<file path="config.mk">
export PLATFORM = sky130hd
export DESIGN_NAME = cache_lru
export DESIGN_NICKNAME = d
export VERILOG_FILES = /design/src/cache_geom_pkg.sv /design/src/cache_bus_pkg.sv /design/src/cache_lru.sv
export VERILOG_INCLUDE_DIRS = /design/src
export SDC_FILE = /design/constraint.sdc
export NUM_CORES = 1
export LEC_CHECK = 0
export ABC_AREA = 0
export BUFFER_PORTS_ARGS = -buffer_cell sky130_fd_sc_hd__buf_2
export CELL_PAD_IN_SITES_DETAIL_PLACEMENT = 1
export CELL_PAD_IN_SITES_GLOBAL_PLACEMENT = 2
export CORE_MARGIN = 3
export CORE_UTILIZATION = 35
export DETAILED_ROUTE_END_ITERATION = 7
export MAX_ROUTING_LAYER = met4
export PLACE_DENSITY_LB_ADDON = 0.12
export SLEW_MARGIN = 5
export SYNTH_ARGS = -nofsm -noshare
export SYNTH_HDL_FRONTEND = slang
export SYNTH_SLANG_ARGS = --single-unit
</file>
<file path="constraint.sdc">
create_clock -name clk -period 10.5 [get_ports clk]
set_clock_uncertainty 0.2 [all_clocks]
set_input_delay 2.1 -clock clk [delete_from_list [all_inputs] [get_ports clk]]
set_output_delay 2.1 -clock clk [all_outputs]
set_load 0.05 [all_outputs]
</file>
<file path="src/cache_defs.svh">
// --------------------
// Geometry of the data cache, shared by the packages and the RTL.
// Include this file wherever a width or a count is needed.
// --------------------
`ifndef CACHE_DEFS_SVH
`define CACHE_DEFS_SVH

`define CACHE_ADDR_W      32
`define CACHE_WAYS        4
`define CACHE_SETS        8
`define CACHE_LINE_WORDS  8
`define CACHE_WORD_W      32

// Field widths of a byte address.
`define CACHE_BYTE_OFF_W  ($clog2(`CACHE_WORD_W / 8))
`define CACHE_OFF_W       ($clog2(`CACHE_LINE_WORDS))
`define CACHE_INDEX_W     ($clog2(`CACHE_SETS))
`define CACHE_TAG_W       (`CACHE_ADDR_W - `CACHE_INDEX_W - `CACHE_OFF_W - `CACHE_BYTE_OFF_W)
`define CACHE_WAY_W       ($clog2(`CACHE_WAYS))

`endif

</file>
<file path="src/cache_geom_pkg.sv">
// --------------------
// Vector types for address fields, ways, ages and line data.
// --------------------
`include "cache_defs.svh"

package cache_geom_pkg;

    // Address and its fields.
    typedef logic [`CACHE_ADDR_W-1:0]     addr_t;
    typedef logic [`CACHE_TAG_W-1:0]      tag_t;
    typedef logic [`CACHE_INDEX_W-1:0]    index_t;
    typedef logic [`CACHE_OFF_W-1:0]      word_off_t;

    // Way number and LRU age, 0 is least recent.
    typedef logic [`CACHE_WAY_W-1:0]      way_t;
    typedef logic [`CACHE_WAY_W-1:0]      age_t;

    // Data.
    typedef logic [`CACHE_WORD_W-1:0]     word_t;
    typedef logic [`CACHE_WORD_W/8-1:0]   strb_t;
    typedef logic [`CACHE_LINE_WORDS*`CACHE_WORD_W-1:0] block_t;

endpackage

</file>
<file path="src/cache_bus_pkg.sv">
// --------------------
// Bundles at the cache ports and the internal access kind.
// --------------------
package cache_bus_pkg;

    // APB request from the processor side.
    typedef struct packed {
        logic                   psel;
        logic                   penable;
        logic                   pwrite;
        cache_geom_pkg::addr_t  paddr;
        cache_geom_pkg::word_t  pwdata;
        cache_geom_pkg::strb_t  pstrb;
    } apb_req_t;

    // Refill request, held until accepted.
    typedef struct packed {
        logic                   valid;
        cache_geom_pkg::addr_t  addr;
        cache_geom_pkg::block_t block;
    } fill_req_t;

    // Victim line report for write-back.
    typedef struct packed {
        logic                   dirty;
        cache_geom_pkg::tag_t   tag;
        cache_geom_pkg::block_t block;
    } evict_t;

    // What the arrays do on the next edge.
    typedef enum logic [1:0] {
        ACC_NONE,
        ACC_READ,
        ACC_WRITE,
        ACC_FILL
    } access_e;

endpackage

</file>
<file path="src/cache_lru.sv">
// --------------------
// Age-based LRU per set; the age-0 way is the victim.
// --------------------
`include "cache_defs.svh"

module cache_lru (
    input  logic                    clk,
    input  logic                    arstn,
    input  cache_bus_pkg::access_e  i_access,
    input  cache_geom_pkg::index_t  i_index,
    input  cache_geom_pkg::way_t    i_hit_way,
    output cache_geom_pkg::way_t    o_victim
);
    import cache_geom_pkg::*;
    import cache_bus_pkg::*;

    age_t  age_q [`CACHE_SETS][`CACHE_WAYS];
    way_t  s_target;
    age_t  s_target_age;

    // Ages in a set are a permutation, so exactly one is zero.
    always_comb begin
        o_victim = '0;
        for (int w = 0; w < `CACHE_WAYS; w++) begin
            if (age_q[i_index][w] == '0) begin
                o_victim = way_t'(w);
            end
        end
    end

    // Way being promoted on this edge.
    assign s_target     = (i_access == ACC_FILL) ? o_victim : i_hit_way;
    assign s_target_age = age_q[i_index][s_target];

    always_ff @(posedge clk or negedge arstn) begin
        if (!arstn) begin
            for (int s = 0; s < `CACHE_SETS; s++) begin
                for (int w = 0; w < `CACHE_WAYS; w++) begin
                    age_q[s][w] <= age_t'(w);
                end
            end
        end else if (i_access != ACC_NONE) begin
            for (int w = 0; w < `CACHE_WAYS; w++) begin
                if (way_t'(w) == s_target) begin
                    age_q[i_index][w] <= '1;
                end else if (age_q[i_index][w] > s_target_age) begin
                    // Younger ways move down one step.
                    age_q[i_index][w] <= age_q[i_index][w] - age_t'(1);
                end
            end
        end
    end

endmodule

</file>
# == Word-level counts from Yosys, hierarchy flattened ==
# Cells that the tools add are included.
# totals
output_inout_bits,2
reg_bits,64
mem_bits_ro,0
n_memories,0
latchBits,0
ramBits,0
# classes
bitwise_logic,6
shift,0
mul,0
n_mux,33
n_reduce_logical,6
eq_ne,4
magnitude_cmp,7
addsub,4
div_mod_pow,0
# ops
op,count
2-to-1 mux 64 bit,11
bitwise mux 64 bit,4
bitwise OR 64 bit,4
demux 8 bit (select 3 bit),4
binary-select mux 8 bit (select 3 bit),1
2-to-1 mux 8 bit,3
2-to-1 mux 2 bit,6
greater-than comparator 2 bit,4
zero test 2 bit,4
"subtractor 2 x 1 -> 2 bit, second input constant",4
2-to-1 mux 6 bit,1
binary-select mux 2 bit (select 2 bit),1
"== test 2 bit, first input constant",2
">= comparator 4 bit, second input constant",1
"< comparator 4 x 1 -> 1 bit, second input constant",1
2-to-1 mux 4 bit,1
NOT 3 -> 4 bit,1
">= comparator 3 bit, second input constant",1
NOT 2 -> 3 bit,1
"== test 1 x 2 -> 1 bit, first input constant",1
"== test 2 bit, second input constant",1
nonzero test 2 bit,1
logical AND 1 bit,1
2-to-1 mux 1 bit,1

# == Logic depth before layout (Yosys ltp) ==
# depth
ltp_word,28
depth_mapped,21
mapped_depth_nobuf,18

# == Least setup slack after synthesis ==
# OpenSTA, ideal clock, no wires.
# synth_path
path_kind,input to register
startpoint,input i_index[0]
endpoint,register age_q[47] (netlist bit)
cell_stages,19
setup_slack_ps,4033
arrival_time_ps,6140
path_cell_list,buf_2 buf_2 clkbuf_1 a31oi_1 o21ai_0 o21ai_0 o21ai_1 inv_1 ha_1 or2_2 o21bai_2 mux2i_1 o21ai_0 ha_1 nor2_1 o22ai_1 a21oi_2 o21ai_0 mux2_1
# synth_between
elab_cells_between_ends,54
# synth_lines
element,line_no,text
"start, declared",cache_lru.sv:10,"input cache_geom_pkg::index_t i_index,"
NOT 3 -> 4 bit (not written as such) *,cache_lru.sv:25,if (age_q[i_index][w] == '0) begin
binary-select mux 8 bit (select 3 bit) *,cache_lru.sv:25,
2-to-1 mux 8 bit (not written as such) * (2 in a row),cache_lru.sv:25,
zero test 2 bit,cache_lru.sv:25,
2-to-1 mux 2 bit,cache_lru.sv:25,
2-to-1 mux 2 bit *,cache_lru.sv:25,
via o_victim[1],cache_lru.sv:12,output cache_geom_pkg::way_t o_victim
2-to-1 mux 2 bit *,cache_lru.sv:32,assign s_target = (i_access == ACC_FILL) ? o_victim : i_hit_way;
[... 11 more ...],--,
2-to-1 mux 64 bit,cache_lru.sv:42,end else if (i_access != ACC_NONE) begin
bitwise mux 64 bit,cache_lru.sv:48,age_q[i_index][w] <= age_q[i_index][w] - age_t'(1);
2-to-1 mux 64 bit,cache_lru.sv:46,end else if (age_q[i_index][w] > s_target_age) begin
2-to-1 mux 64 bit,cache_lru.sv:44,if (way_t'(w) == s_target) begin
2-to-1 mux 64 bit,cache_lru.sv:42,
bitwise mux 64 bit,cache_lru.sv:48,
2-to-1 mux 64 bit,cache_lru.sv:46,
2-to-1 mux 64 bit *,cache_lru.sv:44,
"end signal, assigned by index",cache_lru.sv:39,age_q[s][w] <= age_t'(w);
"end signal, assigned by index",cache_lru.sv:48,
"end, declared",cache_lru.sv:17,age_t age_q [`CACHE_SETS][`CACHE_WAYS];
# Mark *: on every way through the listed nets, which the timed path passes. The rest lies on a longest branch. The select of a mux whose other input is x is not followed.
# A chain may end at the register's enable or synchronous reset.

# == Worst setup path in the final report ==
# layout_path
startpoint,input i_index[2]
endpoint,register age_q[61] (netlist bit)
# layout_between
elab_chain_len,28
elab_cells_between_ends,54
# layout_lines
element,line_no,text
NOT 3 -> 4 bit (not written as such) *,--,
binary-select mux 8 bit (select 3 bit),--,
2-to-1 mux 8 bit (not written as such) (2 in a row),"cache_lru.sv:25, cache_lru.sv:46, cache_lru.sv:48",
zero test 2 bit,cache_lru.sv:25,
2-to-1 mux 1 bit,cache_lru.sv:25,
2-to-1 mux 2 bit (2 in a row),cache_lru.sv:25,
2-to-1 mux 2 bit,cache_lru.sv:32,
NOT 2 -> 3 bit (not written as such),cache_lru.sv:33,assign s_target_age = age_q[i_index][s_target];
[... 10 more ...],--,
2-to-1 mux 64 bit,cache_lru.sv:42,
bitwise mux 64 bit,cache_lru.sv:48,
2-to-1 mux 64 bit,cache_lru.sv:46,
2-to-1 mux 64 bit,cache_lru.sv:44,
2-to-1 mux 64 bit,cache_lru.sv:42,
bitwise mux 64 bit,cache_lru.sv:48,
2-to-1 mux 64 bit,cache_lru.sv:46,
2-to-1 mux 64 bit *,cache_lru.sv:44,
# Every way passes the cells marked *; elsewhere a longest branch is shown, timed or not. The select of a mux whose other input is x is not followed.

==> impl_metrics.yaml <==
run_status:
  status: "completed"
detailed_routing:
  antenna_left: 0
  met3_length_um: 596
  vias: 3375
  drc_errors: 0
  first_iter_violations: 189
  met1_length_um: 6250
  wl_per_cell_um: 23.8
  wirelength_um: 13100
  drt_pass1_iterations: 5
  wl_met2_um: 5920
  routed.top_layer: "met4"
  vias_per_cell: 6.14
final_layout:
  syn_to_final_growth_pct: 12.0
  largest_register_ff_count: 64
  fin_nets: 421
  diodes: 0
  top_regs: "age_q (64)"
  regMostFlops: "age_q"
  drive_above_1_share_pct: 25.1
  nFillCells: 1251
synth:
  yosys.area_share.simple_pct: 12.1
  synthArstFlopShare_pct: 100
  syn_inst: 395
  ys_seq_area_share_pct: 41.6
  synth_edf_count: 0
  synth_ff_type: "dfstp_2"
  yosysUniqueCellTypes: 67
  yosys.area_share.xor_xnor_pct: 0
  synthMuxAreaShare_pct: 7.93
  syn_avg_cell_area_um2: 9.99
  syn_nets: 411
  ys_warn_count: 0
  ys_ff_latch: 64
  synthAdderAreaFrac_pct: 2.22
  syn-cell-area_mm2: 0.00395
  synth_top_family_by_area: "compound AO/OA/AOI/OAI gates"
  synth_compound_area_share_pct: 32.2
global_routing:
  grt.overflow.total: 0
  grt_max_degree: 65
  antenna_found_initial: 0
  grt_usage_pct: 22.4
  grt_pass1_vias: 3591
  grt_pass1_wl_um: 21200
power_and_ir_drop:
  ir_drop_mv: 0.109
  p_leak_nw: 1.78
  power_mw: 1.33
  power_density_mw_per_mm2: 300
cts:
  cts_tree: "yes"
  root_buffer: "clkbuf_16"
  clockBufferDepth: 2
  cts_resized: 0
  cts_buffers: 9
  clock_latency_ns: 0.34
  cts_max_level: 3
  ctsHoldBuffers: 0
  path_clk_slew_ns: 0.05
  cts_setup_buffers: 0
  clock_sink_count: 64
setup_path:
  endpoint_kind: "flop"
  r2r-start: "age_q[40]"
  cpMaxStageDelayCell: "buf_2"
  crit_chain: "buf_2, and2_1, a22oi_1, o21ai_1, inv_1, ha_1, or2_2, o21bai_2, mux2i_1, o21ai_0, ha_1, nor2_1, a21oi_1, nand2_1, nand2_1, a221oi_1, a2bb2oi_1"
  cp.required_ns: 10.47
  crit_path_max_fanout: 39
  worstPathArrival_ns: 7.22
  critical_path_class: "in2reg"
  setup.worst_path.start_class: "input pin"
  slowest_delay_ns: 0.67
  critPathLaunch: "i_index[2]"
flow_run:
  cap_violations: 0
hold_path:
  hp-class: "reg2reg"
  hp-start: "age_q[41]"
sta:
  rsz0062_at_grt: "false"
  worst_slew_pin_slew_ns: 1.11
  finalCritPeriodShare_pct: 69.0
  hold_violations: 0
  period_needed_ns: 7.25
  slew_violations: 0
  setup_viol: 0
  fmaxAchievable_ghz: 0.138
  slew_headroom_pct: 25.7
  fin_setup_tns_ns: 0
placement:
  portBuffers: 10
  gp_congestion: 0.846
  hpwl_um: 9130
floorplan:
  num_rows: 38
  die_w_um: 112
  ios: 11
  die_area_mm2: 0.0126
  die_h_um: 112
  core_mm2: 0.0109
  start_util_pct: 36.1
[final timing paths]
check                       endpoint  slack [ns]  cells after the start
max                        age_q[61]        3.25                     17
min                        age_q[41]        0.30                      1
max reg2reg                age_q[61]        5.57                     16
min reg2reg                age_q[41]        0.30                      1
max in group asynchronous  age_q[13]        7.78                      2
min in group asynchronous  age_q[10]        1.73                      2
[layer usage]
metal	vias to the layer above	track usage [%]
met5	-	-
met4	0	7.93
met3	23	5.12
met2	69	33.7
met1	1729	29.9
li1	1554	-
[through the flow]
step	utilization (%)	hold slack, ns	std cells	setup WS, ns	area, um^2
2_1_floorplan	-	0.265	395	4.03	3950
3_3_place_gp	37.7	0.288	534	3.11	4130
3_5_place_dp	37.7	0.284	534	2.91	4130
4_1_cts	40.4	0.302	550	3.25	4420
5_1_grt	40.4	0.309	550	2.75	4420
6_report	40.4	0.300	550	3.25	4420
[worst max-delay path, delay by kind of cell]
family                   cells  cell delay, ns
AND/OR/NAND/NOR              5            1.23
buffers and inverters        2            0.82
AO/OA/AOI/OAI                7            2.40
multiplexers                 1            0.12
adder cells (fa/ha/maj)      2            0.53
[area by class of cell]
cell class | count | area (um^2) | area share (%)
clock buffer | 12 | 246 | 5.58
clock inverter | 4 | 45.0 | 1.02
inverter | 17 | 63.8 | 1.44
multi-input combinational | 298 | 2160 | 48.9
sequential | 64 | 1640 | 37.1
tap | 140 | 175 | 3.96
timing repair buffer | 15 | 87.6 | 1.98
[where the power goes]
part / total [mW] / switching (mW) / internal, mW
combinational: 0.565 / 0.353 / 0.211
clock: 0.300 / 0.111 / 0.189
sequential: 0.463 / 0.0615 / 0.402
[logic make-up (layout without fill, tap and decap cells)]
kind of cell    after synthesis  after routing
compound gates              161            161
simple gates                103            103
flops                        64             64
buf+inv                      33             48
mux                          27             27
fa+ha+maj                     7              7
[cell usage after synthesis, types with 3 or more instances]
library cell,n,area share (%)
o32a_1,3,0.76
o211ai_1,3,0.57
nand2_1,38,3.6
o22ai_1,3,0.48
a31oi_1,11,1.7
inv_1,16,1.5
a21o_1,3,0.57
a41oi_1,8,1.8
clkbuf_1,5,0.48
o21ai_1,5,0.63
dfstp_2,32,21
o22a_1,8,1.8
a221oi_1,10,2.2
ha_1,7,2.2
nand3_1,5,0.63
a21oi_1,32,4.1
or2_2,4,0.63
o21ai_0,14,1.8
mux2i_1,11,2.8
nor2_1,32,3.0
and3_1,3,0.48
mux2_2,13,3.7
buf_4,3,0.57
dfrtp_1,32,20
a32oi_1,9,2.0
nor2b_1,3,0.48
nor3_1,5,0.63
nand2b_1,3,0.48
a2bb2oi_1,23,5.1
buf_2,3,0.38
[placed cells by master, fill, tap and decap left out, drive strengths merged, types with 2 or more instances in the layout]
cell	netlist	final
o2bb2ai	2	2
or2	4	4
buf	10	15
a221oi	10	10
nor3	5	5
nand2	38	38
o22ai	3	3
nand3b	2	2
nand3	6	6
mux2i	11	11
o221ai	3	3
a21oi	33	33
o22a	8	8
mux2	14	14
dfrtp	32	32
a31oi	11	11
dfstp	32	32
clkbuf	6	12
nor2b	3	3
a21o	3	3
mux4	2	2
a31o	2	2
a32oi	9	9
and2	3	3
a2bb2oi	25	25
nor2	34	34
ha	7	7
inv	17	17
o211ai	6	6
nand2b	3	3
a41oi	8	8
clkinv	0	3
and3	3	3
a211oi	2	2
o21ai	21	21
o32a	3	3
No activity file was read; power rests on OpenSTA's default activity.
