[config.mk]
export PLATFORM = sky130hd
export DESIGN_NAME = cache_ctrl
export DESIGN_NICKNAME = d
export VERILOG_FILES = /design/src/cache_geom_pkg.sv /design/src/cache_bus_pkg.sv /design/src/cache_ctrl.sv
export VERILOG_INCLUDE_DIRS = /design/src
export SDC_FILE = /design/constraint.sdc
export NUM_CORES = 1
export LEC_CHECK = 0
export CAP_MARGIN = 0
export CORE_AREA = 3 3 54 56
export DETAILED_ROUTE_END_ITERATION = 10
export DIE_AREA = 0 0 57 59
export DONT_BUFFER_PORTS = 1
export GPL_TIMING_DRIVEN = 0
export PLACE_DENSITY_LB_ADDON = 0.1
export RECOVER_POWER = 100
export SYNTH_ARGS = -nofsm -noshare
export SYNTH_HDL_FRONTEND = slang
export SYNTH_SLANG_ARGS = --single-unit
[constraint.sdc]
create_clock -name vclk -period 0.8
set_input_delay 0 -clock vclk [all_inputs]
set_output_delay 0 -clock vclk [all_outputs]
set_load 0.05 [all_outputs]
[src/cache_defs.svh]
// --------------------
// Geometry of the data cache, shared by the packages and the RTL.
// Include this file wherever a width or a count is needed.
// --------------------
`ifndef CACHE_DEFS_SVH
`define CACHE_DEFS_SVH

`define CACHE_ADDR_W      32
`define CACHE_WAYS        4
`define CACHE_SETS        8
`define CACHE_LINE_WORDS  8
`define CACHE_WORD_W      32

// Field widths of a byte address.
`define CACHE_BYTE_OFF_W  ($clog2(`CACHE_WORD_W / 8))
`define CACHE_OFF_W       ($clog2(`CACHE_LINE_WORDS))
`define CACHE_INDEX_W     ($clog2(`CACHE_SETS))
`define CACHE_TAG_W       (`CACHE_ADDR_W - `CACHE_INDEX_W - `CACHE_OFF_W - `CACHE_BYTE_OFF_W)
`define CACHE_WAY_W       ($clog2(`CACHE_WAYS))

`endif

[src/cache_geom_pkg.sv]
// --------------------
// Vector types for address fields, ways, ages and line data.
// --------------------
`include "cache_defs.svh"

package cache_geom_pkg;

    // Address and its fields.
    typedef logic [`CACHE_ADDR_W-1:0]     addr_t;
    typedef logic [`CACHE_TAG_W-1:0]      tag_t;
    typedef logic [`CACHE_INDEX_W-1:0]    index_t;
    typedef logic [`CACHE_OFF_W-1:0]      word_off_t;

    // Way number and LRU age, 0 is least recent.
    typedef logic [`CACHE_WAY_W-1:0]      way_t;
    typedef logic [`CACHE_WAY_W-1:0]      age_t;

    // Data.
    typedef logic [`CACHE_WORD_W-1:0]     word_t;
    typedef logic [`CACHE_WORD_W/8-1:0]   strb_t;
    typedef logic [`CACHE_LINE_WORDS*`CACHE_WORD_W-1:0] block_t;

endpackage

[src/cache_bus_pkg.sv]
// --------------------
// Bundles at the cache ports and the internal access kind.
// --------------------
package cache_bus_pkg;

    // APB request from the processor side.
    typedef struct packed {
        logic                   psel;
        logic                   penable;
        logic                   pwrite;
        cache_geom_pkg::addr_t  paddr;
        cache_geom_pkg::word_t  pwdata;
        cache_geom_pkg::strb_t  pstrb;
    } apb_req_t;

    // Refill request, held until accepted.
    typedef struct packed {
        logic                   valid;
        cache_geom_pkg::addr_t  addr;
        cache_geom_pkg::block_t block;
    } fill_req_t;

    // Victim line report for write-back.
    typedef struct packed {
        logic                   dirty;
        cache_geom_pkg::tag_t   tag;
        cache_geom_pkg::block_t block;
    } evict_t;

    // What the arrays do on the next edge.
    typedef enum logic [1:0] {
        ACC_NONE,
        ACC_READ,
        ACC_WRITE,
        ACC_FILL
    } access_e;

endpackage

[src/cache_ctrl.sv]
// --------------------
// APB slave response and access arbitration.
// The APB access cycle always wins over a pending refill.
// --------------------
module cache_ctrl (
    input  cache_bus_pkg::apb_req_t  i_apb,
    input  logic                     i_fill_valid,
    input  logic                     i_hit,
    input  cache_geom_pkg::word_t    i_rdata,
    output cache_bus_pkg::access_e   o_access,
    output logic                     o_use_fill,
    output cache_geom_pkg::word_t    o_prdata,
    output logic                     o_pready,
    output logic                     o_pslverr,
    output logic                     o_fill_ready
);
    import cache_geom_pkg::*;
    import cache_bus_pkg::*;

    logic s_access_phase;
    logic s_hit_access;

    // Second cycle of an APB transfer.
    assign s_access_phase = i_apb.psel & i_apb.penable;
    assign s_hit_access   = s_access_phase & i_hit;

    // Refill takes the arrays whenever APB does not need them.
    assign o_use_fill   = ~s_access_phase;
    assign o_fill_ready = i_fill_valid & ~s_access_phase;

    // --------------------
    // Response.
    // --------------------
    assign o_pready  = s_access_phase;
    assign o_pslverr = s_access_phase & ~i_hit;
    assign o_prdata  = (s_hit_access && !i_apb.pwrite) ? i_rdata : word_t'(0);

    // Kind of array update for this cycle.
    always_comb begin
        if (s_hit_access) begin
            o_access = i_apb.pwrite ? ACC_WRITE : ACC_READ;
        end else if (o_fill_ready) begin
            o_access = ACC_FILL;
        end else begin
            o_access = ACC_NONE;
        end
    end

endmodule

# Word level (Yosys, flattened, before mapping)
# Cells that the tools add are included.
dict set report word_totals {
  reg_bits 0
  in_bits 105
}
dict set report op_classes {
  n_mux 4
  bitwise 6
  reduce_logical 2
}
# cell count
set ops {}
lappend ops {{$mux 32} 1}
lappend ops {{$mux 2} 3}
lappend ops {{$and 1x1->1} 4}
lappend ops {{$not 1->1} 2}
lappend ops {{$logic_and 1x1->1} 1}
lappend ops {{$logic_not 1->1} 1}

# Depth between registers and ports, before layout
# Gate-level depths: netlist of run 1.
dict set report depth {
  ltp_word 5
  mapped_depth 3
  depth_no_buf 2
}

# Worst setup path before layout of run 1
# No wires, ideal clock.
dict set report synth_path {
  kind {input to output}
  startpoint {in i_fill_valid}
  endpoint {out o_access[0]}
  arrival_time_ps 1688
  required_time_ps 800
  setup_slack_ps -888
  cell_stages 2
  path_cell_list {a21boi_0 or2_2}
}
dict set report synth_via {
  elab_chain_cells 3
}
# element line_no
set synth_lines {}
lappend synth_lines {{from (decl)} cache_ctrl.sv:7} ;# input logic i_fill_valid,
lappend synth_lines {{$and 1x1->1} cache_ctrl.sv:29} ;# assign o_fill_ready = i_fill_valid & ~s_access_phase;
lappend synth_lines {{$mux 2} cache_ctrl.sv:42} ;# end else if (o_fill_ready) begin
lappend synth_lines {{$mux 2} cache_ctrl.sv:40} ;# if (s_hit_access) begin
lappend synth_lines {{to (decl)} cache_ctrl.sv:10} ;# output cache_bus_pkg::access_e o_access,
# No other way between the ends.

# Worst setup path in the final report of run 1
dict set report layout_path {
  startpoint {in i_apb[68] in the netlist's numbering}
  endpoint {out o_prdata[7]}
}
dict set report layout_via {
  elab_chain_cells 3
}
# element line_no
set layout_lines {}
lappend layout_lines {{from (decl)} cache_ctrl.sv:6} ;# input cache_bus_pkg::apb_req_t i_apb,
lappend layout_lines {{$logic_not 1->1} cache_ctrl.sv:36} ;# assign o_prdata = (s_hit_access && !i_apb.pwrite) ? i_rdata : word_t'(0);
lappend layout_lines {{$logic_and 1x1->1} cache_ctrl.sv:36}
lappend layout_lines {{$mux 32} cache_ctrl.sv:36}
lappend layout_lines {{to (decl)} cache_ctrl.sv:12} ;# output cache_geom_pkg::word_t o_prdata,
# No other way between the ends.

==> flow_summary.toml, run 1 <==
[outcome]
outcome = "complete, but fails checks"
failed_checks = "setup timing"

[power_and_ir_drop]
vdd_drop_max_mv = 0.202
p_per_area_nw_per_um2 = 605
leakage_nw = 0.179
finalPower_mw = 0.249

[floorplanning]
rows = 18
ios = 143
start_util_pct = 11.8
die_y_um = 59
core_area_um2 = 2480
die_w_um = 57
die-area_um2 = 3360

[detailed_routing]
firstDrtPassIters = 2
drt-initial-drc-count = 4
viasPerCell = 4.35
wl_per_cell_um = 11.5
drtAntennaViolNets = 0
vias = 313
wirelength_um = 825
drcViolationCount = 0

[timing]
totalNegativeSetupSlack_ns = -0.158
rsz0062_at_grt = "yes"
max_freq_mhz = 1220
period_needed_ns = 0.819
finalSetupViolCount = 10
hold_violations = 0
setup_ws_ns = -0.0186
finalMaxSlewViolations = 0
slew_headroom_pct = 72.5
worst_slew_pin_slew_ns = 0.412
finalCritPeriodShare_pct = 102

[placement]
gp_congestion = 0.596
pre_cts_ws_ns = -0.0547
port_buffers = 0

[critical_path]
crit_family = "simple AND/OR/NAND/NOR gates"
cp_max_fo = 10
crit_arrival_ns = 0.82
path_class = "input port to output pin"
cp.depth = 3
endpoint_kind = "output pin"
slowest_delay_ns = 0.36
worst-path-buf-inv = 1
path_cells = "and4b_4, buf_6, and2_2"
required_ns = 0.80
worst_setup_path_start_kind = "input port"
timing.critical_path.slowest_stage_cell = "and4b_4"
timing.critical_path.from = "i_apb[68]"
cp-endpoint = "o_prdata[7]"

[synth]
synth_top_area_cell = "and2_1"
synth_compound_area_share_pct = 6.41
syn_inst = 42
yosysMostFrequentCell = "and2_1"
synth_fp_nets = 147
yosysWarnings = 0
synthesis.area_um2 = 293
synthMuxAreaShare_pct = 0
synth.cells.most_frequent = "and2_1, and2_2, buf_6"
synth_area_leaders = "and2_1, and2_2, buf_6, and4b_4, a41o_2"
synthXorXnorAreaFrac_pct = 0
synth.distinct_cells = 10
syn_area_per_cell_um2 = 6.97
ys_seq_area_share_pct = 0
synthAdderAreaFrac_pct = 0
synth-simple-area-share_pct = 80.8
synth_top_area_share_pct = 53.4
synth_top_family_by_area = "simple AND/OR/NAND/NOR gates"

[global_route]
grt_max_degree = 11
grt_pass1_wl_um = 841
grt-ovfl-total = 0
grt.total_usage_pct = 3.00
grt_pass1_vias = 211
antenna_found_initial = 0

[layout]
seqCellArea_um2 = 0
finish.utilization_pct = 16.6
antenna_cells = 0
drive_above_1_share_pct = 100
syn_to_final_growth_pct = 40.6
fillers = 282
multi_input_comb_area_um2 = 333
clkbuf_count = 0
nFlopsAndLatches = 0
nets = 149

[cts]
post_cts_buffers = 0
postCtsHoldBufs = 0

[hold_path]
hold_path_class = "input port to output pin"

[flow_run]
maxCapViolCount = 0
==> layout make-up <==
type               instances  share of cell area, %
multi-input cells         38                   80.9
plain buffers              3                   8.21
well taps                 30                   9.12
inverters                  1                   1.82
==> through the flow <==
stage | instance area, µm² | hold WS (ns) | std cells
6_report | 412 | 0.0603 | 72
5_1_grt | 412 | 0.0618 | 72
4_1_cts | 402 | 0.0604 | 72
3_5_place_dp | 380 | 0.0604 | 72
3_3_place_gp | 380 | 0.0617 | 72
2_1_floorplan | 343 | 0.0588 | 42
==> logic make-up (layout without fill, tap and decap cells) <==
family | after synthesis | count (layout)
and+or+nand+nor | 36 | 36
AOI/OAI and AO/OA | 2 | 2
buffers and inverters | 4 | 4
==> report_power, final <==
part,switching (mW),leakage (nW),internal [mW]
logic,0.192,0.179,0.0569
clock network,0,0,0
registers,0,0,0
==> what timing repair did <==
action | CTS | global route
resized for setup | 14 | 8
endpoints found under the setup margin | 31 | 18
hold endpoints to repair | 0 | 0
==> metal layers <==
metal  routed length, µm  share of wire (%)  GRT usage, %  vias up
li1                    -                  -             -      128
met1                 214                 26          2.62      126
met2                 380                 46          6.85       59
met3                 230                 28         0.871        0
met4                   0                  0             0        0
met5                   0                  0             0        -
==> worst min path at each step <==
stage	from	end	slack [ns]	cells after the start
2_1_floorplan	i_hit	o_pslverr	0.06	1
3_3_place_gp	i_hit	o_pslverr	0.06	1
3_5_place_dp	i_hit	o_pslverr	0.06	1
4_1_cts	i_hit	o_pslverr	0.06	1
5_1_grt	i_hit	o_pslverr	0.06	1
6_report	i_hit	o_pslverr	0.06	1
==> layout by cell type, fill, tap and decap left out, drive strengths merged <==
cell type	count
and2	32
buf	3
nand2	1
and4b	1
clkinvlp	1
a21boi	1
or2	1
nor2	1
a41o	1
No activity file was read; power rests on OpenSTA's default activity.
==> run 2: changes to the inputs <==
CELL_PAD_IN_SITES_DETAIL_PLACEMENT = 0   (was default)
CELL_PAD_IN_SITES_GLOBAL_PLACEMENT = 1   (was default)
CORE_AREA = 2 2 55 57   (was 3 3 54 56)
==> run 2 against run 1 <==
Die area is the same. Critical endpoint is now o_prdata[10]. Via count down 3.8%. The run still ends with setup timing left. Highest routed layer unchanged. Clock-buffer cell count unchanged. Global-route usage up 0.98 points.
==> flow_summary.toml, run 2 (same netlist as run 1, synthesis figures left out) <==
[outcome]
outcome = "complete, but fails checks"
failed_checks = "setup timing"

[floorplanning]
start_util_pct = 10.8
ios = 143
die_w_um = 57
core_area_um2 = 2710
rows = 19
die_y_um = 59
die-area_um2 = 3360

[timing]
finalCritPeriodShare_pct = 102
finalMaxSlewViolations = 0
worst_slew_pin_slew_ns = 0.412
hold_violations = 0
finalSetupViolCount = 17
max_freq_mhz = 1220
worst_hold_slack_ns = 0.0646
period_needed_ns = 0.818
rsz0062_at_grt = "yes"
setup_ws_ns = -0.0182
slew_headroom_pct = 72.4

[power_and_ir_drop]
p_per_area_nw_per_um2 = 610
vdd_drop_max_mv = 0.193
leakage_nw = 0.175
finalPower_mw = 0.247

[layout]
syn_to_final_growth_pct = 38.0
fin_area_um2 = 404
antenna_cells = 0
nets = 149
clkbuf_count = 0
drive_above_1_share_pct = 100
seqCellArea_um2 = 0
final_common_cell = "and2_2"
nFlopsAndLatches = 0
layout_common_cells = "and2_2, and2_4, buf_6"

[detailed_routing]
drcViolationCount = 0
vias = 301
wirelength_um = 979
drtAntennaViolNets = 0
viasPerCell = 4.12
wl_per_cell_um = 13.4
firstDrtPassIters = 2
drt-initial-drc-count = 1

[global_route]
grt.total_usage_pct = 3.98
antenna_found_initial = 0
grt_max_degree = 11
grt_pass1_wl_um = 1000
grt_pass1_vias = 184
grt-ovfl-total = 0

[critical_path]
path_class = "input port to output pin"
cp_max_fo = 10
endpoint_kind = "output pin"
crit_arrival_ns = 0.82
required_ns = 0.80
worst_setup_path_start_kind = "input port"

[flow_run]
maxCapViolCount = 0

[placement]
gp_congestion = 0.639
port_buffers = 0
placed_area_um2 = 382

[cts]
post_cts_buffers = 0
postCtsHoldBufs = 0

[hold_path]
hold_path_depth = 1
hold_path_class = "input port to output pin"
## run 2: layout make-up
class,count,area [µm²]
fillers,301,2310
multi-input cells,38,324
well taps,31,38.8
plain buffers,3,33.8
inverters,1,7.51
## run 2: metal layers
layer,part of all wire [%],GRT usage (%),vias to the layer above
li1,-,-,129
met1,27,4.63,125
met2,55,8.05,47
met3,18,0.655,0
met4,0,0,0
met5,0,0,-
## run 2: what timing repair did
action,CTS,global route
endpoints found under the setup margin,32,25
pin swaps,0,0
gates resized for setup,7,8
## run 2: path summary, 6_finish.rpt
kind           end  startpoint  slack (ns)
max   o_prdata[10]   i_apb[68]       -0.02
min      o_pslverr       i_hit        0.06
## run 2: stage by stage
| step | util [%] | cells | setup WS [ns] | TNS [ns] |
|---|---|---|---|---|
| floorplan | - | 42 | 0.000819 | 0 |
| CTS | 14.5 | 73 | -0.0324 | -0.744 |
| finish | 14.9 | 73 | -0.0182 | -0.262 |
| detailed placement | 14.1 | 73 | -0.0855 | -0.968 |
| global route | 14.9 | 73 | -0.0553 | -0.903 |
| global placement | 14.1 | 73 | -0.0859 | -0.758 |
## run 2: power by group
group,internal [mW],switching [mW]
Clock,0,0
Sequential,0,0
Combinational,0.0533,0.193
Total,0.0533,0.193
## run 2: worst max-delay path, stage by stage
cell	delay, ns
and4b_4	0.37
buf_6	0.14
and2_2	0.31
==> run 3: changes to the inputs <==
REMOVE_ABC_BUFFERS = 1   (was default)
clock period = 0.95 ns   (was 0.8 ns; I/O delays follow)
==> run 3 against run 2 <==
The run now ends clean. Setup slack better by 0.095 ns. Sequential cell count is the same. Die area is the same. Critical path depth decreased by 1. Combinational power is 23% lower. Cell count decreased by 1.4%. Sequential share of layout area stayed put. Non-clock buffer count fell by 1. Core utilization decreased by 2.3 points. Power fell by 23%. Critical endpoint is now o_pslverr. Final area shrank 15%. Via count up 4.7%.
==> flow_summary.toml, run 3 (same netlist as run 1, synthesis figures left out) <==
[outcome]
outcome = "finished, final reports clean"

[timing]
hold_violations = 0
setup_ws_ns = 0.0764
finalMaxSlewViolations = 0
finalSetupViolCount = 0
period_needed_ns = 0.874
finalCritPeriodShare_pct = 92.0
worst_slew_pin_slew_ns = 0.546
rsz0062_at_grt = "no"
slew_headroom_pct = 63.6
totalNegativeSetupSlack_ns = 0
max_freq_mhz = 1140

[detailed_routing]
drtAntennaViolNets = 0
drcViolationCount = 0
wirelength_um = 688
viasPerCell = 4.38
wl_per_cell_um = 9.56
drt-initial-drc-count = 0
firstDrtPassIters = 1
vias = 315

[global_route]
grt_pass1_vias = 174
grt-ovfl-total = 0
grt.total_usage_pct = 2.47
grt_pass1_wl_um = 696
grt_max_degree = 34
antenna_found_initial = 0

[critical_path]
worst-path-buf-inv = 0
slowest_delay_ns = 0.57
path_cells = "nand2_1, nor2_2"
crit_family = "simple AND/OR/NAND/NOR gates"
worst_setup_path_start_kind = "input port"
cp_max_fo = 4
required_ns = 0.95
path_class = "input port to output pin"
endpoint_kind = "output pin"
crit_arrival_ns = 0.87
timing.critical_path.slowest_stage_cell = "nor2_2"

[layout]
seqCellArea_um2 = 0
nets = 148
nFlopsAndLatches = 0
antenna_cells = 0
drive_above_1_share_pct = 87.8
syn_to_final_growth_pct = 16.7
clkbuf_count = 0
fillers = 316
final_common_cell = "and2_2"

[cts]
postCtsHoldBufs = 0
post_cts_buffers = 0
ctsResizeCount = 26

[placement]
dpl.hpwl_um = 608
gp_congestion = 0.543
pre_cts_ws_ns = -0.149
port_buffers = 0

[floorplanning]
die-area_um2 = 3360
core_area_um2 = 2710
start_util_pct = 10.8
die_w_um = 57
rows = 19
die_y_um = 59
ios = 143

[flow_run]
maxCapViolCount = 0

[power_and_ir_drop]
vdd_drop_max_mv = 0.194
p_per_area_nw_per_um2 = 554
finalPower_mw = 0.189
leakage_nw = 0.157

[hold_path]
hold_path_class = "input port to output pin"
[run 3: cell count changes in the layout (fill, tap and decap cells not counted), sizes merged]
cell / delta
inv: +1
buf: -1
clkinvlp: -1
[run 3: final timing paths]
kind	slack [ns]	to	start	cells after the start
worst max-delay path	0.08	o_pslverr	i_apb[70]	2
worst min-delay path	0.1	o_pslverr	i_hit	1
[run 3: cell type report]
class / instances / area (µm²) / share of cell area [%]
inverters: 1 / 3.75 / 1.10
multi-input cells: 38 / 288 / 84.2
well taps: 31 / 38.8 / 11.4
repair buffers: 2 / 11.3 / 3.30
[run 3: metrics by stage]
step,hold slack (ns),utilization (%),cells,instance area (µm²)
after floorplan,0.176,-,39,259
after global placement,0.181,11.0,70,298
after detailed placement,0.178,11.4,72,309
after CTS,0.0971,12.7,72,343
after global routing,0.0999,12.6,72,342
final,0.0971,12.6,72,342
[run 3: routing by layer]
layer | wire (µm) | GRT usage (%) | vias up
li1 | - | - | 126
met1 | 150 | 1.59 | 125
met2 | 310 | 6.73 | 64
met3 | 227 | 0.218 | 0
met4 | 0 | 0 | 0
met5 | 0 | 0 | -
[run 3: power by group]
| part | total (mW) | switching (mW) | internal, mW |
|---|---|---|---|
| Clock | 0 | 0 | 0 |
| Sequential | 0 | 0 | 0 |
| Combinational | 0.189 | 0.157 | 0.0319 |
