**config.mk**
```make
export PLATFORM = sky130hd
export DESIGN_NAME = cache_tag_store
export DESIGN_NICKNAME = d
export VERILOG_FILES = /design/src/cache_geom_pkg.sv /design/src/cache_bus_pkg.sv /design/src/cache_tag_store.sv
export VERILOG_INCLUDE_DIRS = /design/src
export SDC_FILE = /design/constraint.sdc
export NUM_CORES = 1
export LEC_CHECK = 0
export BUFFER_PORTS_ARGS = -buffer_cell sky130_fd_sc_hd__buf_2
export CORE_MARGIN = 1.5
export CORE_UTILIZATION = 70
export CTS_BUF_LIST = sky130_fd_sc_hd__clkbuf_8
export DETAILED_ROUTE_END_ITERATION = 6
export PLACE_DENSITY = 0.88
export SLEW_MARGIN = 20
export SYNTH_ARGS = -nofsm -noshare
export SYNTH_HDL_FRONTEND = slang
export SYNTH_SLANG_ARGS = --single-unit
```
**constraint.sdc**
```tcl
create_clock -name clk -period 10.42 [get_ports clk]
set_clock_uncertainty 0.05 [all_clocks]
set_input_delay 2.084 -clock clk [delete_from_list [all_inputs] [get_ports clk]]
set_output_delay 2.084 -clock clk [all_outputs]
set_load 0.01 [all_outputs]
```
**src/cache_defs.svh**
```systemverilog
// --------------------
// Geometry of the data cache, shared by the packages and the RTL.
// Include this file wherever a width or a count is needed.
// --------------------
`ifndef CACHE_DEFS_SVH
`define CACHE_DEFS_SVH

`define CACHE_ADDR_W      32
`define CACHE_WAYS        4
`define CACHE_SETS        8
`define CACHE_LINE_WORDS  8
`define CACHE_WORD_W      32

// Field widths of a byte address.
`define CACHE_BYTE_OFF_W  ($clog2(`CACHE_WORD_W / 8))
`define CACHE_OFF_W       ($clog2(`CACHE_LINE_WORDS))
`define CACHE_INDEX_W     ($clog2(`CACHE_SETS))
`define CACHE_TAG_W       (`CACHE_ADDR_W - `CACHE_INDEX_W - `CACHE_OFF_W - `CACHE_BYTE_OFF_W)
`define CACHE_WAY_W       ($clog2(`CACHE_WAYS))

`endif

```
**src/cache_geom_pkg.sv**
```systemverilog
// --------------------
// Vector types for address fields, ways, ages and line data.
// --------------------
`include "cache_defs.svh"

package cache_geom_pkg;

    // Address and its fields.
    typedef logic [`CACHE_ADDR_W-1:0]     addr_t;
    typedef logic [`CACHE_TAG_W-1:0]      tag_t;
    typedef logic [`CACHE_INDEX_W-1:0]    index_t;
    typedef logic [`CACHE_OFF_W-1:0]      word_off_t;

    // Way number and LRU age, 0 is least recent.
    typedef logic [`CACHE_WAY_W-1:0]      way_t;
    typedef logic [`CACHE_WAY_W-1:0]      age_t;

    // Data.
    typedef logic [`CACHE_WORD_W-1:0]     word_t;
    typedef logic [`CACHE_WORD_W/8-1:0]   strb_t;
    typedef logic [`CACHE_LINE_WORDS*`CACHE_WORD_W-1:0] block_t;

endpackage

```
**src/cache_bus_pkg.sv**
```systemverilog
// --------------------
// Bundles at the cache ports and the internal access kind.
// --------------------
package cache_bus_pkg;

    // APB request from the processor side.
    typedef struct packed {
        logic                   psel;
        logic                   penable;
        logic                   pwrite;
        cache_geom_pkg::addr_t  paddr;
        cache_geom_pkg::word_t  pwdata;
        cache_geom_pkg::strb_t  pstrb;
    } apb_req_t;

    // Refill request, held until accepted.
    typedef struct packed {
        logic                   valid;
        cache_geom_pkg::addr_t  addr;
        cache_geom_pkg::block_t block;
    } fill_req_t;

    // Victim line report for write-back.
    typedef struct packed {
        logic                   dirty;
        cache_geom_pkg::tag_t   tag;
        cache_geom_pkg::block_t block;
    } evict_t;

    // What the arrays do on the next edge.
    typedef enum logic [1:0] {
        ACC_NONE,
        ACC_READ,
        ACC_WRITE,
        ACC_FILL
    } access_e;

endpackage

```
**src/cache_tag_store.sv**
```systemverilog
// --------------------
// Tag, valid and dirty arrays with hit detection.
// Also reports the dirty bit and tag of the victim way.
// --------------------
`include "cache_defs.svh"

module cache_tag_store (
    input  logic                      clk,
    input  logic                      arstn,
    input  cache_bus_pkg::access_e    i_access,
    input  cache_geom_pkg::index_t    i_index,
    input  cache_geom_pkg::tag_t      i_tag,
    input  cache_geom_pkg::way_t      i_hit_way,
    input  cache_geom_pkg::way_t      i_victim,
    output logic                      o_hit,
    output cache_geom_pkg::way_t      o_hit_way,
    output logic                      o_victim_dirty,
    output cache_geom_pkg::tag_t      o_victim_tag
);
    import cache_geom_pkg::*;
    import cache_bus_pkg::*;

    tag_t                    tag_mem [`CACHE_SETS][`CACHE_WAYS];
    logic [`CACHE_WAYS-1:0]  valid_q [`CACHE_SETS];
    logic [`CACHE_WAYS-1:0]  dirty_q [`CACHE_SETS];

    // Lowest matching way wins.
    always_comb begin
        o_hit     = 1'b0;
        o_hit_way = '0;
        for (int w = 0; w < `CACHE_WAYS; w++) begin
            if (!o_hit && valid_q[i_index][w] && (tag_mem[i_index][w] == i_tag)) begin
                o_hit     = 1'b1;
                o_hit_way = way_t'(w);
            end
        end
    end

    assign o_victim_dirty = dirty_q[i_index][i_victim];
    assign o_victim_tag   = tag_mem[i_index][i_victim];

    always_ff @(posedge clk) begin
        if (i_access == ACC_FILL) begin
            tag_mem[i_index][i_victim] <= i_tag;
        end
    end

    // Fill installs a clean line, a write hit marks it dirty.
    always_ff @(posedge clk or negedge arstn) begin
        if (!arstn) begin
            for (int s = 0; s < `CACHE_SETS; s++) begin
                valid_q[s] <= '0;
                dirty_q[s] <= '0;
            end
        end else if (i_access == ACC_FILL) begin
            valid_q[i_index][i_victim] <= 1'b1;
            dirty_q[i_index][i_victim] <= 1'b0;
        end else if (i_access == ACC_WRITE) begin
            dirty_q[i_index][i_hit_way] <= 1'b1;
        end
    end

endmodule

```
**After elaboration in Yosys (flattened, before gate mapping)**

Memory sizes are Yosys's and may differ from the RTL's.
Index checks and enable logic that the tools add are counted.
Widths: inputs -> output; s select.

- Magnitude comparators: 8
- Equality and inequality tests: 6
- Multiplexer cells: 32
- Bitwise logic cells: 6
- Reduce and logical (&&, ||, !) cells: 15

Operator list:

| operator | count |
|---|---|
| $eq 24x24->1 | 4 |
| $mux 96 | 1 |
| $mux 24 | 3 |
| $mux 32 | 2 |
| $or 32x32->32 | 2 |
| $bmux 24 s2 | 1 |
| $demux 24 s2 | 1 |
| $and 32x32->32 | 1 |
| $not 32->32 | 1 |
| $bmux 4 s3 | 2 |
| $demux 4 s3 | 2 |
| $mux 4 | 6 |
| $logic_and 1x1->1 | 11 |
| $mux 1 | 9 |
| $lt 2x3->1 const B | 2 |
| $demux 1 s2 | 2 |
| $eq 2x2->1 const B | 2 |
| $ge 2x1->1 const B | 2 |
| $ge 4x4->1 const B | 1 |
| $lt 4x1->1 const B | 1 |
| $mux 2 | 2 |
| $not 3->4 | 1 |
| $ge 3x3->1 const B | 1 |
| $logic_not 1->1 | 3 |
| 4 further kinds | 4 |

- Flip-flop bits (word level): 64
- Bits in writable memories: 768
- Input port bits: 35
- Output and inout port bits: 28
- Word-level logic and storage cells: 84
- Memories kept: 1

Memories:

| memory | words | bits a word | read ports | clocked after Yosys merged registers in | write ports | line | source |
|---|---|---|---|---|---|---|---|
| tag_mem | 8 | 96 | 1 | 0 | 1 | cache_tag_store.sv:23 | `` tag_t tag_mem [`CACHE_SETS][`CACHE_WAYS]; `` |

**Logic depth before layout (Yosys ltp)**

Gate-level depths: netlist of the first run.

- Depth in word-level cells: 18
- Depth in mapped cells: 13
- Gate-level depth less buffers: 8

**Worst setup path after synthesis of the first run**

OpenSTA, ideal clock, no wires.

- Path type: input to output
- Start: input port i_index[1]
- End: output port o_hit_way[0]
- Arrival time: 4,378 ps
- Data required time: 8,286 ps
- Setup slack: 3,908 ps
- Stages: 12
- Buffers on the path: 4
- Path through: buf_6 -> buf_4 -> buf_4 -> inv_2 -> buf_1 -> mux2_2 -> xor2_1 -> nor4_1 -> nand4_1 -> nor4_1 -> inv_1 -> a21oi_1

- Word-level cells in the longest chain between the ends: 18
- Elaborated cells on any way between the ends: 25
- Classes of those cells: eq/ne (4); mux (9); bitwise (1); reduce/logical (10); memory (1)

Ends and longest elaborated chain:

| element | line | source |
|---|---|---|
| start, declared | cache_tag_store.sv:11 | `input cache_geom_pkg::index_t i_index,` |
| branches (longest 17 deep; another with $mem_v2 8x96) | n/a |  |
| $mux 2 (*) | cache_tag_store.sv:32 | `if (!o_hit && valid_q[i_index][w] && (tag_mem[i_index][w] == i_tag)) begin` |
| end, declared | cache_tag_store.sv:16 | `output cache_geom_pkg::way_t o_hit_way,` |

Every way passes the cells marked *. The select of a mux whose other input is x is not followed.

**Worst setup path after layout of the first run**

- Start: input port i_index[2]
- End: output port o_hit_way[0]

Same word-level chain as after synthesis.

==> results.sh, run 1 <==
export IMPL_ys_ff_latch=832
export IMPL_synthDistinctLibCells=60
export IMPL_timing_critical_path_cells="buf_6 -> buf_12 -> nor2b_2 -> a22oi_1 -> nand2_1 -> xnor2_1 -> a2111oi_0 -> and3_1 -> nand4b_1 -> a21oi_1 -> buf_2"
export IMPL_hpwlAfterDp_microns=51800
export IMPL_tritoncts_sink_count=832
export IMPL_slew_headroom_pct=22.0
export IMPL_num_io_pins=63
export IMPL_fmax_mhz=118
export IMPL_drt_first_iter_violations=3676
export IMPL_critPathTopFamily="simple AND/OR/NAND/NOR gates"
export IMPL_synth_cell_area_sq_mm=0.0340
export IMPL_cp_startpoint="i_index[2]"
export IMPL_timing_max_transition_violations_final=0
export IMPL_vias=20109
export IMPL_p_per_area_mw_per_mm2=184
export IMPL_timing_hold_ws_ps=402
export IMPL_cts_hold_buffers=0
export IMPL_grt_max_degree=83
export IMPL_groute_usage_overall_pct=37.4
export IMPL_finalWorstSetupSlack_ps=1940
export IMPL_detail_route_drc_violations=0
export IMPL_die_width_microns=223
export IMPL_synth_area_per_cell_sq_um=18.2
export IMPL_drt_pre_antenna_iters=7
export IMPL_post_route_min_period_ps=8480
export IMPL_post_route_cells_drive_above_1_share_pct=26.2
export IMPL_critical_path_endpoint_type="primary output"
export IMPL_critical_path_s_largest_stage_delay_ps=900
export IMPL_setup_worst_path_class="in -> out"
export IMPL_synth_edf_count=768
export IMPL_htreeDepth=4
export IMPL_synth_net_count=1907
export IMPL_number_of_global_route_vias_before_repair=19722
export IMPL_r2r_start="valid_q[8]"
export IMPL_placedCellCount=2502
export IMPL_cap_violations=0
export IMPL_status="completed"
export IMPL_crit_arrival_ps=6350
export IMPL_yosys_most_used_dff="sky130_fd_sc_hd__edfxtp_1"
export IMPL_final_min_period_over_clock_period_pct=81.4
export IMPL_p_leak_nw=12.9
export IMPL_detailedPlace_worstSlack_ps=2250
export IMPL_grt_first_pass_wirelength_microns=131000
export IMPL_synthArstFlopShare_pct=7.69
export IMPL_timing_worst_slew_pin_value_ps=1170
export IMPL_floorplan_die_area_sq_mm=0.0499
export IMPL_path_max_fanout=65
export IMPL_totalNegativeSetupSlack_ps=0
export IMPL_area_growth_synth_to_final_pct=10.3
export IMPL_startpoint_type="primary input"
export IMPL_post_drt_via_cell_ratio=7.35
export IMPL_path_buf_inv=3
export IMPL_wirelength_microns=90900
export IMPL_worstSkewPairLatency_ps=790
export IMPL_clk_root_buffer_cell="sky130_fd_sc_hd__clkbuf_8"
export IMPL_syn_inst=1872
export IMPL_initial_core_util_pct=71.1
export IMPL_setup_viol=0
export IMPL_synthesis_yosys_warnings=0
export IMPL_nNetsFinal=2055
export IMPL_global_route_overflow_total=0
export IMPL_finalWeightedCongestion=0.923
export IMPL_rsz_0062_raised_after_global_routing="false"
export IMPL_cp_data_required_time_ps=8290
export IMPL_synth_yosys_seq_area_share_pct=72.5
export IMPL_clock_tree_buffer_depth=3
export IMPL_postCtsSetupBuffers=0
export IMPL_final_core_util_pct=78.4
export IMPL_fp_dieH_microns=223
export IMPL_critPathSlowestCell="sky130_fd_sc_hd__a2111oi_0"
export IMPL_io_buffer_count=62
export IMPL_cts_tree="built"
export IMPL_avgRoutedWirePerCell_microns=33.3
export IMPL_ant_nets=0
export IMPL_initial_antenna_violation_count=3
export IMPL_source_of_the_worst_hold_timing_path="valid_q[22]"
export IMPL_cts_buffer_count=130
export IMPL_core_area_sq_mm=0.0478
export IMPL_final_cell_count_no_fill=2735
export IMPL_hp_class="reg -> reg"
export IMPL_worst_vdd_drop_mv=0.158
export IMPL_cts_clk_slew_worst_paths_ps=60
export IMPL_fp_row_count=80
export IMPL_report_final_hold_viol_count=0
export IMPL_cts_resized=0
[kinds of logic (layout without fill, tap and decap cells)]
group | after synthesis | in the layout | synth area share, %
other | 0 | 1 | 0
muxes | 315 | 315 | 14.2
buffers and inverters | 128 | 375 | 1.97
AOI/OAI and AO/OA | 252 | 252 | 5.35
and+or+nand+nor | 258 | 258 | 3.70
DFF | 832 | 832 | 72.5
xor gates and xnor gates | 87 | 87 | 2.24
[per-layer routing]
layer | track usage, % | routed length [microns]
met5 | 0 | 11
met3 | 14.4 | 14900
met1 | 49.4 | 30100
met4 | 20.0 | 5230
met2 | 54.7 | 40700
[report_power, final]
part           switching [mW]  internal [mW]
registers              0.0356           3.72
logic                   0.366          0.208
clock network            1.26           1.31
[tightest hold or removal path: cells and delay by family, from the launching register on]
family                 cells  cell delay (ps)
AND/OR/NAND/NOR            1               50
flip-flops                 1              320
buffers and inverters      1               50
[stage by stage]
stage / area (sq um) / total power [mW]
2_1_floorplan: 34000 / 4.14
3_3_place_gp: 35100 / 4.35
3_5_place_dp: 35100 / 4.37
4_1_cts: 37500 / 6.89
5_1_grt: 37500 / 7.08
6_report: 37500 / 6.90
[synthesized netlist by cell type, drive strengths merged, types with 2 or more instances]
cell	number	area share (%)
a22o	15	0.39
mux2i	100	2.9
nand2b	10	0.18
inv	23	0.25
o32ai	2	0.052
nor4	15	0.31
dfrtp	64	4.7
a21boi	2	0.044
a2111oi	5	0.15
mux4	123	8.2
and2	8	0.15
edfxtp	768	68
a221o	21	0.62
nor2b	10	0.18
o31ai	2	0.044
o311ai	2	0.052
clkbuf	37	0.41
nor3	5	0.074
a21oi	10	0.15
a22oi	24	0.53
nand2	82	0.91
a21o	3	0.066
xor2	55	1.4
o21ai	67	0.99
o22ai	31	0.57
o2bb2ai	12	0.31
a32oi	3	0.077
nand4	4	0.074
o211ai	5	0.11
mux2	92	3.0
buf	68	1.3
nor2	62	0.68
a221oi	35	0.90
or3	5	0.092
nand3	14	0.21
and3	5	0.092
a211oi	4	0.088
xnor2	32	0.82
and4	3	0.077
a31oi	2	0.037
or2	31	0.57
[placed cells by master, fill, tap and decap left out, types with 6 or more instances in the layout]
master                      netlist  routed
sky130_fd_sc_hd__inv_6            0       6
sky130_fd_sc_hd__nand2_1         82      82
sky130_fd_sc_hd__mux2_2          92      92
sky130_fd_sc_hd__clkinv_1         0      32
sky130_fd_sc_hd__nor2b_1         10       6
sky130_fd_sc_hd__buf_4           21      54
sky130_fd_sc_hd__a221oi_1        35      35
sky130_fd_sc_hd__mux4_1           8       8
sky130_fd_sc_hd__xor2_1          55      55
sky130_fd_sc_hd__nand2b_1        10      10
sky130_fd_sc_hd__a22oi_1         24      24
sky130_fd_sc_hd__clkinv_2         0      11
sky130_fd_sc_hd__edfxtp_1       768     768
sky130_fd_sc_hd__or2_2           31      31
sky130_fd_sc_hd__nand3_1         14      14
sky130_fd_sc_hd__xnor2_1         32      32
sky130_fd_sc_hd__nor4_1          13      13
sky130_fd_sc_hd__mux2i_1        100     100
sky130_fd_sc_hd__a21oi_1         10      10
sky130_fd_sc_hd__a221o_1         21      21
sky130_fd_sc_hd__nor2_2           0      23
sky130_fd_sc_hd__a22o_1          15      15
sky130_fd_sc_hd__o21ai_0         67      67
sky130_fd_sc_hd__nor2_1          62      38
sky130_fd_sc_hd__clkbuf_8         0     137
sky130_fd_sc_hd__o2bb2ai_1       12      12
sky130_fd_sc_hd__dfrtp_1         64      64
sky130_fd_sc_hd__buf_2           32      60
sky130_fd_sc_hd__inv_1           22      58
sky130_fd_sc_hd__and2_1           8       8
sky130_fd_sc_hd__o22ai_1         31      31
sky130_fd_sc_hd__mux4_2         115     115
[state kept, by name, summed over array words and instances (netlist names)]
register,cells
tag_mem,768
dirty_q,32
valid_q,32
[path summary, 6_finish.rpt]
kind / to / slack, ps / cells after the start
worst max-delay path: o_hit_way[0] / 1940 / 11
worst min-delay path: valid_q[22] / 400 / 2
worst max register to register: valid_q[8] / 9550 / 1
worst min register to register: valid_q[22] / 400 / 2
max in group asynchronous: valid_q[7] / 8290 / 2
min in group asynchronous: valid_q[22] / 1440 / 2
[final cells by class]
class	instances	area [sq um]
sequential	832	24700
fill	2331	10300
multi-input combinational	912	8750
clock buffer	136	1870
timing repair buffer	121	833
tap	615	769
clock inverter	95	524
inverter	23	86.3
antenna	1	2.50
Note: power is estimated with default switching activity, not from simulation.
==> inputs of run 2 (changes only) <==
--- a/config.mk
+++ b/config.mk
@@ -8,10 +8,10 @@
 export LEC_CHECK = 0
 export BUFFER_PORTS_ARGS = -buffer_cell sky130_fd_sc_hd__buf_2
 export CORE_MARGIN = 1.5
-export CORE_UTILIZATION = 70
+export CORE_UTILIZATION = 65
 export CTS_BUF_LIST = sky130_fd_sc_hd__clkbuf_8
 export DETAILED_ROUTE_END_ITERATION = 6
-export PLACE_DENSITY = 0.88
+export PLACE_DENSITY = 0.82
 export SLEW_MARGIN = 20
 export SYNTH_ARGS = -nofsm -noshare
 export SYNTH_HDL_FRONTEND = slang
==> constraint.sdc (replaced) <==
create_clock -name clk -period 8.75 [get_ports clk]
set_clock_uncertainty 0.05 [all_clocks]
set_input_delay 1.75 -clock clk [delete_from_list [all_inputs] [get_ports clk]]
set_output_delay 1.75 -clock clk [all_outputs]
set_load 0.01 [all_outputs]
==> run 2 against run 1 <==
Effect of this change:
- the run now ends with design-rule violations left
- global-route usage fell by 1.4 points
- clock power rose by 21%
- critical path type unchanged
- cell count rose by 2.6%
- largest cell class unchanged
- final area rose by 0.60%
- worst setup slack got worse by 850 ps
- die area rose by 7.6%
- sequential power rose by 19%
- critical endpoint unchanged
- flip-flop and latch count did not move
- wire length rose by 2.5%
- non-clock buffer count rose by 5
==> results.sh, run 2 (synthesis gave the netlist of run 1 again) <==
export IMPL_status="finished, violations left"
export IMPL_failed_checks="design-rule violations"
export IMPL_postCtsSetupBuffers=0
export IMPL_power_frac_seq_pct=54.1
export IMPL_worst_vdd_drop_mv=0.144
export IMPL_timing_worst_slew_pin_value_ps=1180
export IMPL_p_per_area_mw_per_mm2=219
export IMPL_ant_nets=0
export IMPL_post_route_cells_drive_above_1_share_pct=26.4
export IMPL_seq_area_sq_mm=0.0247
export IMPL_drt_first_iter_violations=3442
export IMPL_cts_buffer_count=132
export IMPL_hpwlAfterDp_microns=54900
export IMPL_cellInternalPower_mw=6.28
export IMPL_grt_max_degree=87
export IMPL_floorplan_die_area_sq_mm=0.0537
export IMPL_fp_row_count=83
export IMPL_mostFrequentLayoutCell="sky130_fd_sc_hd__edfxtp_1"
export IMPL_timing_max_transition_violations_final=0
export IMPL_combPwrFrac_pct=8.3
export IMPL_post_drt_via_cell_ratio=7.09
export IMPL_hp_class="reg -> reg"
export IMPL_placedCellCount=2570
export IMPL_timing_critical_path_cells="clkbuf_8 -> buf_12 -> buf_4 -> mux4_2 -> mux2_2 -> xor2_1 -> nor4_1 -> nand4_1 -> nor4_1 -> inv_1 -> a21oi_1 -> buf_2"
export IMPL_vias=19884
export IMPL_initial_core_util_pct=66.0
export IMPL_totalNegativeSetupSlack_ps=0
export IMPL_detailedPlace_worstSlack_ps=1290
export IMPL_fmax_mhz=130
export IMPL_htreeDepth=4
export IMPL_setup_worst_path_class="in -> out"
export IMPL_cap_violations=0
export IMPL_pwr_share_clk_pct=37.5
export IMPL_p_leak_nw=12.9
export IMPL_critPathSlowestCell="sky130_fd_sc_hd__nor4_1"
export IMPL_setup_viol=0
export IMPL_initial_antenna_violation_count=5
export IMPL_final_cell_count_no_fill=2805
export IMPL_cts_tree="built"
export IMPL_final_min_period_over_clock_period_pct=87.6
export IMPL_finalWorstSetupSlack_ps=1090
export IMPL_grt_first_pass_wirelength_microns=135000
export IMPL_cp_data_required_time_ps=6950
export IMPL_post_route_min_period_ps=7660
export IMPL_core_area_sq_mm=0.0515
export IMPL_fillerInstances=3032
export IMPL_cts_clk_slew_worst_paths_ps=60
export IMPL_groute_usage_overall_pct=36.0
export IMPL_die_width_microns=232
export IMPL_cts_resized=0
export IMPL_commonest_cells_after_routing_fill_and_taps_aside="sky130_fd_sc_hd__edfxtp_1 (768), sky130_fd_sc_hd__clkbuf_8 (144), sky130_fd_sc_hd__mux4_2 (115)"
export IMPL_area_growth_synth_to_final_pct=10.9
export IMPL_clk_root_buffer_cell="sky130_fd_sc_hd__clkbuf_8"
export IMPL_path_buf_inv=5
export IMPL_io_buffer_count=62
export IMPL_max_flop_register="tag_mem"
export IMPL_worstSkewPairLatency_ps=800
export IMPL_cpMostUsedCell="sky130_fd_sc_hd__nor4_1"
export IMPL_critical_path_endpoint_type="primary output"
export IMPL_tritoncts_sink_count=832
export IMPL_critPathTopFamily="buffers and inverters"
export IMPL_detail_route_drc_violations=4
export IMPL_finalWeightedCongestion=0.958
export IMPL_report_final_hold_viol_count=0
export IMPL_rsz_0062_raised_after_global_routing="false"
export IMPL_switching_share_pct=24.1
export IMPL_multi_input_comb_area_sq_mm=0.00879
export IMPL_slew_headroom_pct=21.4
export IMPL_number_of_global_route_vias_before_repair=19886
export IMPL_drt_pre_antenna_iters=7
export IMPL_path_max_fanout=52
export IMPL_nNetsFinal=2062
export IMPL_ff2ff_setup_slack_ps=7890
export IMPL_clock_tree_buffer_depth=3
export IMPL_largest_register_ffs=768
export IMPL_crit_arrival_ps=5860
export IMPL_critical_path_s_largest_stage_delay_ps=770
export IMPL_fp_dieH_microns=232
export IMPL_global_route_overflow_total=0
export IMPL_net_switching_power_mw=1.99
export IMPL_largest_registers="tag_mem x768, dirty_q x32, valid_q x32"
export IMPL_startpoint_type="primary input"
export IMPL_num_io_pins=63
export IMPL_cts_hold_buffers=0
export IMPL_wirelength_microns=93200
export IMPL_avgRoutedWirePerCell_microns=33.2
run 2: cell count changes in the layout (fill, tap and decap cells not counted), sizes merged:
| cell | delta |
|---|---|
| diode | +2 |
| buf | +5 |
| clkbuf | +7 |
| clkinv | -10 |
| inv | +2 |
| bufinv | -1 |
run 2: final cells by class:
cell class                 instances  area share (%)
antenna                            3          0.0199
clock buffer                     143            5.22
clock inverter                    86            1.21
inverter                          23           0.229
multi-input combinational        912            23.3
sequential                       832            65.4
tap                              680            2.26
timing repair buffer             126            2.38
run 2: layer usage:
layer / track usage [%] / share of wire, % / up-vias / wire length [microns]
met5: 0 / 0.032 / - / 30
met4: 16.8 / 4.8 / 4 / 4450
met3: 11.7 / 15 / 340 / 13600
met2: 53.4 / 45 / 1762 / 42200
met1: 49.2 / 35 / 9916 / 32900
li1: - / - / 7862 / -
run 2: power by group through the flow:
stage	logic (mW)	registers, mW	clock network, mW
3_3_place_gp	0.644	4.55	0
5_1_grt	0.717	4.48	3.29
6_report	0.689	4.47	3.10
3_5_place_dp	0.665	4.55	0
2_1_floorplan	0.395	4.54	0
4_1_cts	0.669	4.47	3.12
run 2: metrics by stage:
stage	utilization [%]	hold WS (ps)	total power, mW	cell area, sq um
finish	73.2	419	8.27	37700
global route	73.2	437	8.48	37700
CTS	73.1	417	8.26	37700
detailed placement	68.4	404	5.22	35200
global placement	68.4	379	5.19	35200
floorplan	-	364	4.93	34000
run 2: path summary, 6_finish.rpt:
check	start	end	cells past startpoint
min in group asynchronous	arstn	valid_q[26]	2
max in group asynchronous	arstn	valid_q[15]	2
min reg2reg	valid_q[0]	valid_q[0]	1
min	valid_q[0]	valid_q[0]	1
max	i_index[0]	o_hit_way[0]	12
max reg2reg	valid_q[28]	valid_q[28]	1
